--- src/hw/bt656_pkg.sv ---
package bt656_pkg;

   // one video sample on the BT.656 bus
   typedef logic [7:0] byte_t;

   // width in pixels or height in lines
   typedef logic [11:0] dim_t;

   // frames received since enable
   typedef logic [15:0] frame_cnt_t;

   // F, V and H bits inside the XY byte
   localparam int HDR_BIT_F = 6;
   localparam int HDR_BIT_V = 5;
   localparam int HDR_BIT_H = 4;

   // timing reference preamble FF 00 00
   localparam byte_t SYNC_PREAMBLE_FF = 8'hFF;
   localparam byte_t SYNC_PREAMBLE_00 = 8'h00;

   // line tracker states
   typedef enum logic [1:0]
   {
      WAIT_FRAME = 2'b00,
      WAIT_SAV   = 2'b01,
      ACTIVE     = 2'b10,
      BLANK      = 2'b11
   } line_state_e;

endpackage
--- src/hw/video_timing_if.sv ---
`timescale 1ns/1ns

interface video_timing_if;
   import bt656_pkg::*;

   // decoded timing reference, one-cycle pulse
   logic  hdr_valid;
   logic  is_eav;
   logic  vblank;
   logic  field;
   // byte leaving the decoder delay line
   byte_t tap_byte;

   modport src
   (
      output hdr_valid, is_eav, vblank, field, tap_byte
   );

   modport dst
   (
      input hdr_valid, is_eav, vblank, field, tap_byte
   );

endinterface

--- src/hw/bt656_rx_top.sv ---
`timescale 1ns/1ns

module bt656_rx_top
#(
   parameter int FIFO_DEPTH = 64
)
(
   input  logic        clk,
   input  logic        rstn,
   input  logic        rx_enable_i,
   input  logic        size_err_clr_i,
   input  logic [7:0]  bt656_data_i,
   output logic        m_axis_tvalid_o,
   input  logic        m_axis_tready_i,
   output logic [7:0]  m_axis_tdata_o,
   output logic        m_axis_tuser_o,
   output logic        m_axis_tlast_o,
   output logic [11:0] width_o,
   output logic [11:0] height_o,
   output logic        size_err_o,
   output logic        overflow_o,
   output logic [15:0] frame_cnt_o
);
   import bt656_pkg::*;

   logic  wr_en, wr_sof, wr_eol, fifo_full;
   byte_t wr_byte;
   logic  fifo_empty, rd_en, head_sof, head_eol;
   byte_t head_byte;

   video_timing_if timing_bus ();

   bt656_header_decoder u_decoder
   (
      .clk      (clk),
      .rstn     (rstn),
      .enable_i (rx_enable_i),
      .data_i   (bt656_data_i),
      .timing_o (timing_bus.src)
   );

   bt656_line_tracker u_tracker
   (
      .clk         (clk),
      .rstn        (rstn),
      .enable_i    (rx_enable_i),
      .err_clr_i   (size_err_clr_i),
      .timing_i    (timing_bus.dst),
      .fifo_full_i (fifo_full),
      .wr_en_o     (wr_en),
      .wr_byte_o   (wr_byte),
      .wr_sof_o    (wr_sof),
      .wr_eol_o    (wr_eol),
      .width_o     (width_o),
      .height_o    (height_o),
      .size_err_o  (size_err_o),
      .frame_cnt_o (frame_cnt_o),
      .overflow_o  (overflow_o)
   );

   // flushed while the receiver is disabled
   line_fifo #(.FIFO_DEPTH(FIFO_DEPTH)) u_fifo
   (
      .clk       (clk),
      .rstn      (rstn),
      .flush_i   (!rx_enable_i),
      .wr_en_i   (wr_en),
      .wr_byte_i (wr_byte),
      .wr_sof_i  (wr_sof),
      .wr_eol_i  (wr_eol),
      .full_o    (fifo_full),
      .rd_en_i   (rd_en),
      .empty_o   (fifo_empty),
      .rd_byte_o (head_byte),
      .rd_sof_o  (head_sof),
      .rd_eol_o  (head_eol)
   );

   // stream side, head of the FIFO is the current beat
   assign m_axis_tvalid_o = !fifo_empty && rx_enable_i;
   assign m_axis_tdata_o  = head_byte;
   assign m_axis_tuser_o  = m_axis_tvalid_o && head_sof;
   assign m_axis_tlast_o  = m_axis_tvalid_o && head_eol;
   assign rd_en           = m_axis_tvalid_o && m_axis_tready_i;

endmodule

--- src/hw/line_fifo.sv ---
`timescale 1ns/1ns

module line_fifo
#(
   parameter int FIFO_DEPTH = 64
)
(
   input  logic             clk,
   input  logic             rstn,
   input  logic             flush_i,
   input  logic             wr_en_i,
   input  bt656_pkg::byte_t wr_byte_i,
   input  logic             wr_sof_i,
   input  logic             wr_eol_i,
   output logic             full_o,
   input  logic             rd_en_i,
   output logic             empty_o,
   output bt656_pkg::byte_t rd_byte_o,
   output logic             rd_sof_o,
   output logic             rd_eol_o
);
   import bt656_pkg::*;

   localparam int AW      = $clog2(FIFO_DEPTH);
   localparam int ENTRY_W = $bits(byte_t) + 2;

   // entry is {eol, sof, byte}
   logic [ENTRY_W-1:0] mem [FIFO_DEPTH];
   logic [AW-1:0]      wr_ptr_q, rd_ptr_q;
   logic [AW:0]        count_q;
   logic               wr_ok, rd_ok;

   assign full_o  = (count_q == FIFO_DEPTH[AW:0]);
   assign empty_o = (count_q == '0);
   assign wr_ok   = wr_en_i && !full_o;
   assign rd_ok   = rd_en_i && !empty_o;

   always_ff @(posedge clk)
   begin
      if (wr_ok)
         mem[wr_ptr_q] <= {wr_eol_i, wr_sof_i, wr_byte_i};
   end

   always_ff @(posedge clk)
   begin
      if (!rstn || flush_i)
      begin
         wr_ptr_q <= '0;
         rd_ptr_q <= '0;
         count_q  <= '0;
      end
      else
      begin
         if (wr_ok)
            wr_ptr_q <= wr_ptr_q + 1'b1;
         if (rd_ok)
            rd_ptr_q <= rd_ptr_q + 1'b1;
         if (wr_ok && !rd_ok)
            count_q <= count_q + 1'b1;
         else if (rd_ok && !wr_ok)
            count_q <= count_q - 1'b1;
      end
   end

   // show-ahead head of the queue
   assign {rd_eol_o, rd_sof_o, rd_byte_o} = mem[rd_ptr_q];

endmodule

--- src/hw/bt656_line_tracker.sv ---
`timescale 1ns/1ns

module bt656_line_tracker
(
   input  logic                  clk,
   input  logic                  rstn,
   input  logic                  enable_i,
   input  logic                  err_clr_i,
   video_timing_if.dst           timing_i,
   input  logic                  fifo_full_i,
   output logic                  wr_en_o,
   output bt656_pkg::byte_t      wr_byte_o,
   output logic                  wr_sof_o,
   output logic                  wr_eol_o,
   output bt656_pkg::dim_t       width_o,
   output bt656_pkg::dim_t       height_o,
   output logic                  size_err_o,
   output bt656_pkg::frame_cnt_t frame_cnt_o,
   output logic                  overflow_o
);
   import bt656_pkg::*;

   // FF 00 00 XY still has to pass the tap after SAV detection
   localparam logic [2:0] HDR_SKIP = 3'd4;
   // one bit more than a pixel count, lines are counted in bytes
   localparam int LEN_W = $bits(dim_t) + 1;

   line_state_e      state_q, state_d;
   logic [2:0]       skip_q;
   logic             field_q;
   logic             sof_pend_q;
   logic             new_frame, sav_active, eav_det, wr_req, line_end;
   logic [LEN_W-1:0] byte_cnt_q, line_len_q, line_bytes;
   logic             width_valid_q, frame_seen_q, height_valid_q;
   dim_t             line_cnt_q, height_q;
   logic             width_err, height_err;

   // F going 1 -> 0 between two headers starts a frame
   assign new_frame  = timing_i.hdr_valid && field_q && !timing_i.field;
   assign sav_active = timing_i.hdr_valid && !timing_i.is_eav && !timing_i.vblank;
   assign eav_det    = timing_i.hdr_valid && timing_i.is_eav;

   assign wr_req   = (state_q == ACTIVE) && (skip_q == '0);
   assign line_end = wr_req && eav_det;

   // tap byte at EAV detection is the last active byte
   assign line_bytes = byte_cnt_q + 1'b1;
   assign width_err  = width_valid_q && (line_bytes != line_len_q);
   assign height_err = height_valid_q && (line_cnt_q != height_q);

   always_comb
   begin
      state_d = state_q;
      case (state_q)
         WAIT_FRAME:
         begin
            if (new_frame)
               state_d = WAIT_SAV;
         end
         WAIT_SAV, BLANK:
         begin
            if (sav_active)
               state_d = ACTIVE;
         end
         ACTIVE:
         begin
            if (line_end)
               state_d = BLANK;
         end
         default:
            state_d = WAIT_FRAME;
      endcase
   end

   assign wr_en_o   = wr_req && !fifo_full_i;
   assign wr_byte_o = timing_i.tap_byte;
   assign wr_sof_o  = sof_pend_q;
   assign wr_eol_o  = eav_det;

   // two bytes per pixel
   assign width_o  = line_len_q[LEN_W-1:1];
   assign height_o = height_q;

   always_ff @(posedge clk)
   begin
      if (!rstn || !enable_i)
      begin
         state_q        <= WAIT_FRAME;
         skip_q         <= '0;
         field_q        <= 1'b0;
         sof_pend_q     <= 1'b0;
         byte_cnt_q     <= '0;
         line_len_q     <= '0;
         width_valid_q  <= 1'b0;
         line_cnt_q     <= '0;
         height_q       <= '0;
         frame_seen_q   <= 1'b0;
         height_valid_q <= 1'b0;
         size_err_o     <= 1'b0;
         overflow_o     <= 1'b0;
         frame_cnt_o    <= '0;
      end
      else
      begin
         state_q <= state_d;
         if (timing_i.hdr_valid)
            field_q <= timing_i.field;

         // header skip on entry to ACTIVE
         if (state_d == ACTIVE && state_q != ACTIVE)
            skip_q <= HDR_SKIP;
         else if (skip_q != '0)
            skip_q <= skip_q - 1'b1;

         if (line_end)
         begin
            byte_cnt_q    <= '0;
            line_len_q    <= line_bytes;
            width_valid_q <= 1'b1;
            line_cnt_q    <= line_cnt_q + 1'b1;
         end
         else if (wr_req)
            byte_cnt_q <= byte_cnt_q + 1'b1;

         if (wr_en_o)
            sof_pend_q <= 1'b0;

         if (new_frame)
         begin
            sof_pend_q   <= 1'b1;
            frame_cnt_o  <= frame_cnt_o + 1'b1;
            frame_seen_q <= 1'b1;
            line_cnt_q   <= '0;
            // nothing counted before the first frame start
            if (frame_seen_q)
            begin
               height_q       <= line_cnt_q;
               height_valid_q <= 1'b1;
            end
         end

         if (err_clr_i)
         begin
            size_err_o <= 1'b0;
            overflow_o <= 1'b0;
         end
         if ((line_end && width_err) || (new_frame && height_err))
            size_err_o <= 1'b1;
         if (wr_req && fifo_full_i)
            overflow_o <= 1'b1;
      end
   end

endmodule

--- src/hw/bt656_header_decoder.sv ---
`timescale 1ns/1ns

module bt656_header_decoder
(
   input  logic              clk,
   input  logic              rstn,
   input  logic              enable_i,
   input  bt656_pkg::byte_t  data_i,
   video_timing_if.src       timing_o
);
   import bt656_pkg::*;

   localparam int DLY_LEN = 5;

   // dly_q[0] is the newest byte, dly_q[DLY_LEN-1] is the tap
   byte_t dly_q [DLY_LEN];
   byte_t xy_byte;
   logic  preamble_hit;

   always_ff @(posedge clk)
   begin
      if (!rstn)
      begin
         for (int i = 0; i < DLY_LEN; i++)
         begin
            dly_q[i] <= SYNC_PREAMBLE_00;
         end
      end
      else
      begin
         dly_q[0] <= data_i;
         for (int i = 1; i < DLY_LEN; i++)
         begin
            dly_q[i] <= dly_q[i-1];
         end
      end
   end

   // FF 00 00 in the three stages behind the XY byte
   assign preamble_hit = (dly_q[3] == SYNC_PREAMBLE_FF) &&
                         (dly_q[2] == SYNC_PREAMBLE_00) &&
                         (dly_q[1] == SYNC_PREAMBLE_00);

   assign xy_byte = dly_q[0];

   assign timing_o.hdr_valid = enable_i && preamble_hit;

   // H set means EAV, clear means SAV
   assign timing_o.is_eav = xy_byte[HDR_BIT_H];
   assign timing_o.vblank = xy_byte[HDR_BIT_V];
   assign timing_o.field  = xy_byte[HDR_BIT_F];

   // byte just before the FF when a header is seen
   assign timing_o.tap_byte = dly_q[DLY_LEN-1];

endmodule

--- config.mk ---
export PLATFORM = sky130hd
export DESIGN_NAME = bt656_rx_top
export DESIGN_NICKNAME = d
export VERILOG_FILES = /design/src/hw/bt656_pkg.sv /design/src/hw/video_timing_if.sv /design/src/hw/bt656_rx_top.sv /design/src/hw/line_fifo.sv /design/src/hw/bt656_line_tracker.sv /design/src/hw/bt656_header_decoder.sv
export SDC_FILE = /design/constraint.sdc
export NUM_CORES = 1
export LEC_CHECK = 0
export ABC_CLOCK_PERIOD_IN_PS = 4400
export BUFFER_PORTS_ARGS = -buffer_cell sky130_fd_sc_hd__buf_2
export CORE_MARGIN = 2
export CORE_UTILIZATION = 65
export CTS_BUF_LIST = sky130_fd_sc_hd__clkbuf_4 sky130_fd_sc_hd__clkbuf_8
export DETAILED_ROUTE_END_ITERATION = 7
export PLACE_DENSITY = 0.82
export SKIP_CTS_REPAIR_TIMING = 1
export SLEW_MARGIN = 10
export SYNTH_ARGS = -nofsm -noshare
export SYNTH_HDL_FRONTEND = slang
export SYNTH_SLANG_ARGS = --single-unit
--- constraint.sdc ---
create_clock -name clk -period 4.4 [get_ports clk]
set_input_delay 0.44 -clock clk [delete_from_list [all_inputs] [get_ports clk]]
set_output_delay 0.44 -clock clk [all_outputs]
set_load 0.01 [all_outputs]
Word-level counts from Yosys, hierarchy flattened
Memory sizes are Yosys's and may differ from the RTL's. A register that Yosys moved wholly into a read port is not among the register bits.
Index checks and enable logic that the tools add are counted.
Widths: inputs -> output; s select.
{"block": "totals", "register_bits": 97, "mem_bits_rw": 680, "n_memories": 2, "elab_cells": 118, "output_inout_bits": 53}
{"memory": "u_fifo.mem", "words": 64, "word_bits": 10, "read_ports": 1, "rd_clocked_by_memory_dff": 1, "wr": 1, "line_no": "line_fifo.sv:28", "source": "logic [ENTRY_W-1:0] mem [FIFO_DEPTH];"}
{"memory": "u_decoder.dly_q", "words": 5, "word_bits": 8, "read_ports": 5, "rd_clocked_by_memory_dff": 0, "wr": 5, "line_no": "bt656_header_decoder.sv:16", "source": "byte_t dly_q [DLY_LEN];"}
{"block": "op_classes", "n_eq_ne": 9, "n_bitwise": 5, "n_reduce_logical": 52, "n_mux": 24, "addsub": 8}
{"op": "$mux 8", "count": 5}
{"op": "$logic_and 1x1->1", "count": 25}
{"op": "$add 16x1->16 const B", "count": 1}
{"op": "$logic_not 8->1", "count": 2}
{"op": "$mux 7", "count": 2}
{"op": "$add 13x1->13 const B", "count": 1}
{"op": "$ne 13x13->1", "count": 1}
{"op": "$add 12x1->12 const B", "count": 1}
{"op": "$add 6x1->6 const B", "count": 2}
{"op": "$mux 6", "count": 2}
{"op": "$ne 12x12->1", "count": 1}
{"op": "$reduce_bool 2->1", "count": 5}
{"op": "$logic_not 1->1", "count": 9}
{"op": "$mux 1", "count": 9}
{"op": "$eq 8x8->1 const B", "count": 1}
{"op": "$reduce_or 2->1", "count": 4}
{"op": "$add 7x1->7 const B", "count": 1}
{"op": "$eq 7x7->1 const B", "count": 1}
{"op": "$logic_not 7->1", "count": 1}
{"op": "$sub 7x1->7 const B", "count": 1}
{"op": "$eq 2x2->1 const B", "count": 3}
{"op": "$mux 2", "count": 3}
{"op": "$mux 3", "count": 2}
{"op": "$pmux 2 s3", "count": 1}
{"op": "other kinds (9)", "count": 14}

Logic depth before layout (Yosys ltp)
Gate-level depths: netlist of run 1.
{"block": "depth", "ltp_word": 11, "ltp_mapped": 18, "ltp_nobuf": 17}

Modules after synthesis
A second synthesis of run 1 with hierarchy kept.
{"block": "hier_totals", "hier_cells": 1883, "area_unflattened_um2": 31377.6}
{"module": "line_fifo", "area_each_um2": 26235.2, "instances": 1, "seq_area_each_um2": 19718.9, "cells_each": 1310}
{"module": "bt656_line_tracker", "area_each_um2": 3902.5, "instances": 1, "seq_area_each_um2": 1561.5, "cells_each": 467}
{"module": "bt656_header_decoder", "area_each_um2": 1203.7, "instances": 1, "seq_area_each_um2": 800.8, "cells_each": 101}
{"module": "bt656_rx_top", "area_each_um2": 36.3, "instances": 1, "seq_area_each_um2": 0.0, "cells_each": 5}

Worst setup path before layout of run 1
No wires, ideal clock.
{"block": "synth_timing", "path_kind": "in2reg", "start": "input port rx_enable_i", "end": "memory u_fifo.mem[0][9] in the netlist's numbering, data pin", "path_stages": 3, "path_buffers": 0, "t_arrival_ps": 3322, "setup_time_ps": 680, "required_ps": 3720, "path_slack_ps": 398, "path_cell_list": "and4bb_1 -> nand4_1 -> nor3_1"}
{"block": "synth_between", "elab_chain_len": 2}
{"item": "from (decl)", "line_no": "bt656_rx_top.sv:10", "source": "input logic rx_enable_i,"}
{"item": "$logic_and 1x1->1", "line_no": "bt656_header_decoder.sv:46", "source": "assign timing_o.hdr_valid = enable_i && preamble_hit;"}
{"item": "$logic_and 1x1->1", "line_no": "bt656_line_tracker.sv:41", "source": "assign eav_det = timing_i.hdr_valid && timing_i.is_eav;"}
{"item": "named net u_fifo.wr_eol_i", "line_no": "line_fifo.sv:14", "source": "input logic wr_eol_i,"}
{"item": "to (decl)", "line_no": "line_fifo.sv:28"}
The timed path passes the listed nets, and every way through them passes these cells.

==> results of run 1 <==
## report_power, final
group	switching, µW	internal (µW)
Clock	2670	3190
Sequential	6.24	7920
Combinational	43.2	17.8
Total	2720	11100
## cell families after synthesis
kind of cell / count (synthesis) / share of synthesized area
DFF: 783 / 0.7207
and+or+nand+nor: 372 / 0.05815
muxes: 217 / 0.1550
buffers and inverters: 124 / 0.01903
AOI/OAI and AO/OA: 83 / 0.01658
xor gates and xnor gates: 82 / 0.02414
adders and majority gates: 15 / 0.006371
## placed cells by master, fill, tap and decap left out, drive strengths merged, types with 14 or more instances in the layout
cell / Yosys / final
clkbuf: 55 / 165
edfxtp: 640 / 640
mux4: 206 / 206
inv: 20 / 22
xor2: 48 / 48
clkinv: 0 / 42
and2: 45 / 45
a21oi: 41 / 41
buf: 49 / 169
nand4: 15 / 15
ha: 14 / 14
dfxtp: 143 / 143
xnor2: 33 / 33
nand2: 54 / 54
nor2: 163 / 163
nand3: 38 / 38
## through the flow
step,total power [µW],instances
6_report,13850,2572
3_5_place_dp,8142,2348
4_1_cts,13940,2564
2_1_floorplan,8117,1676
5_1_grt,14250,2572
3_3_place_gp,8138,2348
## flip-flops by register name (all words and copies together), names as in the netlist, 2 cells and up, named ones only
signal	flops
u_tracker.skip_q	3
u_tracker.line_cnt_q	12
u_tracker.state_q	2
u_tracker.line_len_q	13
u_fifo.count_q	7
u_tracker.frame_cnt_o	16
u_fifo.wr_ptr_q	6
u_tracker.byte_cnt_q	13
u_decoder.dly_q	40
u_tracker.height_o	12
u_fifo.rd_ptr_q	6
u_fifo.mem	640
## routing by layer
metal  GRT usage  up-vias  share of wire
li1            -     6967              -
met1      0.3760     8263           0.38
met2      0.4433      854           0.50
met3     0.05803      102          0.091
met4     0.09071        2          0.026
met5           0        -        0.00020
## path summary, 6_finish.rpt
check	slack, ns	start	endpoint
setup / recovery	0.28	register	m_axis_tdata_o[3]
hold / removal	0.14	size_err_clr_i	u_tracker.overflow_o$_SDFFE_PP0P_
hold reg to reg	0.43	u_decoder.dly_q[0][1]$_SDFF_PN0_	u_decoder.dly_q[0][9]$_SDFF_PN0_
setup reg to reg	0.29	u_fifo.count_q[2]$_SDFFE_PP0P_	u_fifo.count_q[6]$_SDFFE_PP0P_
## layout make-up
type                            instances  area, µm²  share of cell area
Inverter                               20      75.07            0.002174
Sequential cell                       783      22110              0.6400
Clock buffer                          165       2021             0.05850
Timing Repair Buffer                  177       1249             0.03615
Clock inverter                         51      337.8            0.009781
Tap cell                              607      759.5             0.02199
Multi-Input combinational cell        769       7993              0.2314
## worst register-to-register path: stages (launching register included)
cell                       delay, ns
sky130_fd_sc_hd__dfxtp_1        0.32
sky130_fd_sc_hd__or4_1          0.53
sky130_fd_sc_hd__nor3_2         0.22
sky130_fd_sc_hd__inv_2          0.04
sky130_fd_sc_hd__o21ai_1        0.46
sky130_fd_sc_hd__inv_2          0.10
sky130_fd_sc_hd__and2_1         0.24
sky130_fd_sc_hd__inv_2          0.09
sky130_fd_sc_hd__ha_1           0.19
sky130_fd_sc_hd__inv_1          0.14
sky130_fd_sc_hd__fa_1           0.44
sky130_fd_sc_hd__a21o_1         0.17
sky130_fd_sc_hd__a21oi_1        0.22
sky130_fd_sc_hd__o21bai_1       0.09
sky130_fd_sc_hd__a21oi_1        0.19
sky130_fd_sc_hd__xnor2_1        0.11
sky130_fd_sc_hd__or3_1          0.32
sky130_fd_sc_hd__a21oi_1        0.15
==> impl.org, run 1 <==
** Synthesis
- Top flip-flop cell by instance count after synthesis :: sky130_fd_sc_hd__edfxtp_1
- By area the synthesized netlist is led by sky130_fd_sc_hd__edfxtp_1 (63%), sky130_fd_sc_hd__mux4_2 (15%), sky130_fd_sc_hd__dfxtp_1 (9.3%).
- The synthesized design contains 640 enable-type register cells.
- In the synthesized netlist, the cells that appear most often are sky130_fd_sc_hd__edfxtp_1 (640), sky130_fd_sc_hd__mux4_2 (206), sky130_fd_sc_hd__nor2_1 (163).
- Register bit total from synthesis :: 783
- Distinct cells, synth :: 59
- Sequential area share after synthesis :: 0.7207
- The share of synthesized area in the top cell type comes to 0.6273.
- In this run the mean area of a mapped cell was 18.28 µm².
- Count of synthesis-stage warnings from yosys :: 0
- Of all cell types, the one taking the most synthesized area is sky130_fd_sc_hd__edfxtp_1.
- Syn Inst Count :: 1676
- Number of nets produced by synthesis :: 1704
- sky130_fd_sc_hd__edfxtp_1 is the most common cell in the netlist.
- Share of synthesized flip-flops with an asynchronous set or reset :: 0
- The cell area that synthesis handed to floorplanning was 30640 µm².

** Global route
- Initial antenna violation count :: 1
- The first global-routing pass estimated 99.50 mm of wire.
- Global-route usage over all layers :: 0.2729
- Global routing finished with a remaining overflow of 0.
- Number of global-route vias before repair :: 16140
- Largest net degree at the start of global routing :: 65

** STA
- Based on the critical path, the design can be clocked at up to 242.8 MHz.
- Hold is met by 0.1382 ns.
- The number of pins with negative max-slew slack in the final report is 0.
- Setup violations remaining at the end of the flow were counted as 0.
- Setup repair after global routing left no endpoint under its margin.
- Across all setup checks in the final design, the least slack found is 0.2806 ns.
- After routing, the total negative slack on setup checks comes to 0 ns.
- In this run the tightest slew margin relative to its limit is 0.3161.
- Hold Violations, Final :: 0
- At the pin with the least slew margin, the transition time is 1.023 ns.
- After layout, the minimum clock period comes to 4.119 ns.
- Worst clock skew :: 0.03857 ns
- In the finished design, the share of the clock period the worst path needs comes to 0.9362.

** Final layout
- Count of filler cells inserted in the layout :: 2561
- Area growth from synthesis to final layout :: 12.73%
- The number of antenna diodes in the final layout is 0.
- Of the cells placed in the final design, the portion with a size suffix greater than 1 is 0.3018.
- At the end of the flow, the number of nets in the layout was 1894.
- Area of all placed cells without fillers :: 34540 µm²
- At the end of the flow the core is filled with cells to 0.7419.

** Critical path
- The worst setup path is captured at a primary output.
- Critical path type :: reg -> out
- The critical path crosses 6 cells after its start point.
- CP Data Arrival Time :: 3.68 ns
- Peak fanout along the critical path :: 26
- Among the stages of the critical path, the cell type that occurs most often is sky130_fd_sc_hd__mux4_2.
- CP startpoint kind :: register
- Crit path max-delay family :: multiplexers
- Sequence of cells on the critical path :: buf_12 > buf_4 > mux4_2 > mux4_2 > mux4_2 > buf_2
- Standard cell with the maximum stage delay on the critical path :: sky130_fd_sc_hd__mux4_2
- Path depth of the worst reg2reg path :: 17
- Bufs and invs on worst path :: 3
- Worst path max stage delay :: 0.57 ns
- For the worst setup path, the data required time is 3.96 ns.

** Place
- The congestion estimate from routability-driven global placement came to 0.8689.
- After detailed placement, the total cell area comes to 32100 µm².
- During placement, the flow inserted port buffers numbering 65.
- Before CTS, the worst setup slack after placement is 0.4394 ns.
- Detailed placer's ending HPWL :: 40.12 mm

** Floorplanning
- The floorplan step set the die width to 221.1 µm.
- For this configuration, the core starts out at a cell density of 0.6581.
- The initialized floorplan defines 79 standard-cell rows.
- The total area inside the core boundary comes to 46560 µm².
- The floorplan step set the die height to 221.1 µm.
- The die covers 48890 µm².
- During I/O placement, the number of pins put on the boundary was 66.

** Clocking
- Clock slew seen by the registers of the worst setup and hold paths :: 0.06 ns
- The clock tree synthesis step divided the H-tree into 3 levels.
- Clock latency on the worst-skew pair, taken at its later pin, is 0.70 ns.
- Clk root buf :: sky130_fd_sc_hd__clkbuf_8
- Clock buffer count from CTS :: 115
- The longest clock path from root to sink contains 3 buffers.
- TritonCTS built the clock tree.
- Sink Count :: 783

** Min path
- HP Class :: in -> reg
- The worst hold path was traced through 4 stages.

** Detailed routing
- DR pass1 iterations :: 7
- In the routed design, unresolved DRC markers number 0.
- Average wire per cell in the routed design :: 25.54 µm
- Number of design-rule violations left by the first detailed-router iteration :: 1767
- Via count :: 16190
- Aggregate routed wire length :: 65.70 mm
- In this run the remaining antenna-violating nets after routing total 0.
- Average via count per standard cell :: 6.294

** Run status
- Status :: complete, no violations

** Power
- Summed over all cells, the static leakage comes to 0.01035 µW.
- Worst voltage drop across the vdd grid :: 274.1 µV
- Pwr per Cell Area :: 401.0 nW/µm²

** Run
- Max-cap violations in this run came to 0.
Power figures use the tool's default switching activity.
==> run 2, diff against run 1 <==
Settings changed: SETUP_SLACK_MARGIN from default to 0.5.
==> impl.org, run 2 (synthesis gave the netlist of run 1 again) <==
** Run status
- Status :: complete, no violations

** Critical path
- Data on the critical path arrives at its endpoint at 3.43 ns.
- For the worst setup path, the data required time is 3.96 ns.
- Critical path type :: reg -> out
- The worst setup path is captured at a primary output.
- Worst path max stage delay :: 0.52 ns
- The largest individual stage delay along the critical path comes from the cell sky130_fd_sc_hd__mux4_2.
- The kind of cell with the highest combined delay along the critical path is multiplexers.
- Sequence of cells on the critical path :: buf_4 > clkbuf_16 > buf_4 > mux4_2 > mux4_2 > mux2i_1 > o32ai_1 > buf_2
- Bufs and invs on worst path :: 4
- CP startpoint kind :: register
- In this run the worst path has a maximum fanout of 7.

** STA
- Setup TNS :: 0 ns
- Of the available clock period, the critical path in the final layout requires 0.8787.
- Worst relative slew slack :: 0.4129
- Setup repair after global routing missed its margin :: yes
- Based on the critical path, the design can be clocked at up to 258.7 MHz.
- Once routing completed, OpenROAD measured the worst setup slack at 0.5339 ns.
- Slew at the pin with the worst max-slew slack :: 0.8788 ns
- The worst path in the final design needs a cycle of 3.866 ns, including I/O delays and setup.
- Final Slew Violations :: 0
- On the final layout, the worst clock skew is 0.03573 ns.
- Hold Violations, Final :: 0
- Setup violations remaining at the end of the flow were counted as 0.

** Final layout
- Of the cells placed in the final design, the portion with a size suffix greater than 1 is 0.3169.
- Layout Nets :: 1917
- Number of flip-flops in the largest register :: 640
- With fillers left out, the area of the finished cells amounts to 35030 µm².
- Final design utilization :: 0.7524
- Register containing the most flip-flops in the final layout :: u_fifo.mem
- Commonest non-fill, non-tap cells in the layout :: sky130_fd_sc_hd__edfxtp_1 (640), sky130_fd_sc_hd__mux4_2 (206), sky130_fd_sc_hd__nor2_1 (163)
- Multi-input combinational cell area :: 8020 µm²
- # diodes :: 0
- Leading cell type in the layout, fill and taps excluded :: sky130_fd_sc_hd__edfxtp_1
- Sequential cell area in the final layout :: 22110 µm²
- Area growth from synthesis to final layout :: 14.33%
- Count of filler cells inserted in the layout :: 2544
- In the final layout, the registers with the most flip-flops are u_fifo.mem: 640 flops, u_decoder.dly_q: 40 flops, u_tracker.frame_cnt_o: 16 flops.

** Global route
- The number of global-route vias before repair came to 16380.
- In the global route stage, overall resource usage came out at 0.2738.
- The number of antenna violations at the first check in global routing is 0.
- Entering global routing, the biggest net connects 65 pins.
- Wire length of the first global-routing pass :: 99.61 mm
- Summed over all layers, the global routing overflow is 0.

** Clocking
- TritonCTS built the clock tree.
- Sink Count :: 783
- The clock passes through at most 3 buffers.
- Clock slew seen by the registers of the worst setup and hold paths :: 0.06 ns
- The clock reaches the later pin of the worst-skew pair after 0.73 ns.
- In this run the clock root is driven by a sky130_fd_sc_hd__clkbuf_8.
- H-tree levels :: 3
- Clock tree synthesis inserted a total of 116 buffers.

** Power
- VDD sags by at most 263.2 µV.
- Cell leakage power :: 0.01061 µW
- Pwr per Cell Area :: 401.8 nW/µm²
- Of the total power, the share spent switching nets is 0.1953.
- Of the total power, registers draw 0.563.
- Internal portion of total power :: 11330 µW
- Part of the total power dissipated in the clock network :: 0.433
- Combinational share of power :: 0.004
- Switching power :: 2748 µW

** Place
- The wire-length estimate of the detail-placed layout is 40.96 mm.
- RD Place Congestion :: 0.8701
- Worst slack, placed :: 0.5207 ns
- The count of buffers added on input and output ports is 65.
- The placed instances occupy a cell area of 32190 µm².

** Floorplanning
- Die area :: 48890 µm²
- Count of boundary I/O pins :: 66
- In this run the standard cell core region covers 46560 µm².
- Measured along the y axis, the die boundary spans 221.1 µm.
- FP Rows :: 79
- Horizontal die dimension :: 221.1 µm
- Initial Utilization :: 0.6581

** Detailed routing
- In the final routed layout, each cell accounts on average for 25.96 µm.
- Dividing the detail-routed via count by the number of cells gives 6.348.
- Number of remaining DRC errors :: 0
- Via count :: 16490
- The pre-antenna-repair detailed-routing pass consisted of 7 iterations.
- After the first detailed-routing iteration, the DRC count stood at 1890.
- Summed over all layers, the routed wires come to 67.44 mm.
- Antenna violation net count after detailed routing :: 0

** Run
- Count of maximum capacitance violations :: 0

** Min path
- The tightest min-delay check is of the in -> reg type.
## run 2: final cells by class
type / instances / share of cell area
timing repair buffer: 199 / 0.04422
clock buffer: 181 / 0.06576
inverter: 20 / 0.002143
clock inverter: 39 / 0.006037
tap: 607 / 0.02168
sequential: 783 / 0.6312
multi-input combinational: 769 / 0.2290
## run 2: final timing paths
path / from / end / slack (ns) / cells after the start
hold / removal: size_err_clr_i / u_tracker.overflow_o$_SDFFE_PP0P_ / 0.12 / 4
setup reg to reg: u_fifo.count_q[2]$_SDFFE_PP0P_ / u_fifo.count_q[6]$_SDFFE_PP0P_ / 0.67 / 17
hold reg to reg: u_decoder.dly_q[0][2]$_SDFF_PN0_ / u_decoder.dly_q[0][10]$_SDFF_PN0_ / 0.43 / 1
setup / recovery: register / m_axis_tuser_o / 0.53 / 8
## run 2: power by group through the flow
stage	registers, µW	logic, µW	clock network (µW)
after CTS	7930	51.4	6180
after global placement	8090	49.5	0
after detailed placement	8090	51.1	0
after global routing	7930	62.5	6470
after floorplan	8090	26.5	0
final	7930	56.6	6090
## run 2: worst reg2reg max path: cells and delay by family (launching register included)
kind	cells	cell delay, ns
xor+xnor	1	0.10
simple gates	4	1.32
buf+inv	4	0.34
compound gates	6	0.98
flops	1	0.32
fa+ha+maj	2	0.61
## run 2: per-stage QoR
step / power, µW / instances / hold slack, ns
2_1_floorplan: 8117 / 1676 / 0.4119
3_3_place_gp: 8138 / 2354 / 0.4149
3_5_place_dp: 8141 / 2354 / 0.4199
4_1_cts: 14160 / 2574 / -0.1104
5_1_grt: 14460 / 2598 / 0.08967
6_report: 14080 / 2598 / 0.1152
## run 2: layer usage
metal  global-route usage  wire length [µm]  vias up
li1                     -                 -     7019
met1               0.3745             25260     8407
met2               0.4488             33770      928
met3              0.06068              6503      138
met4              0.08443              1905        0
met5                    0                 0        -
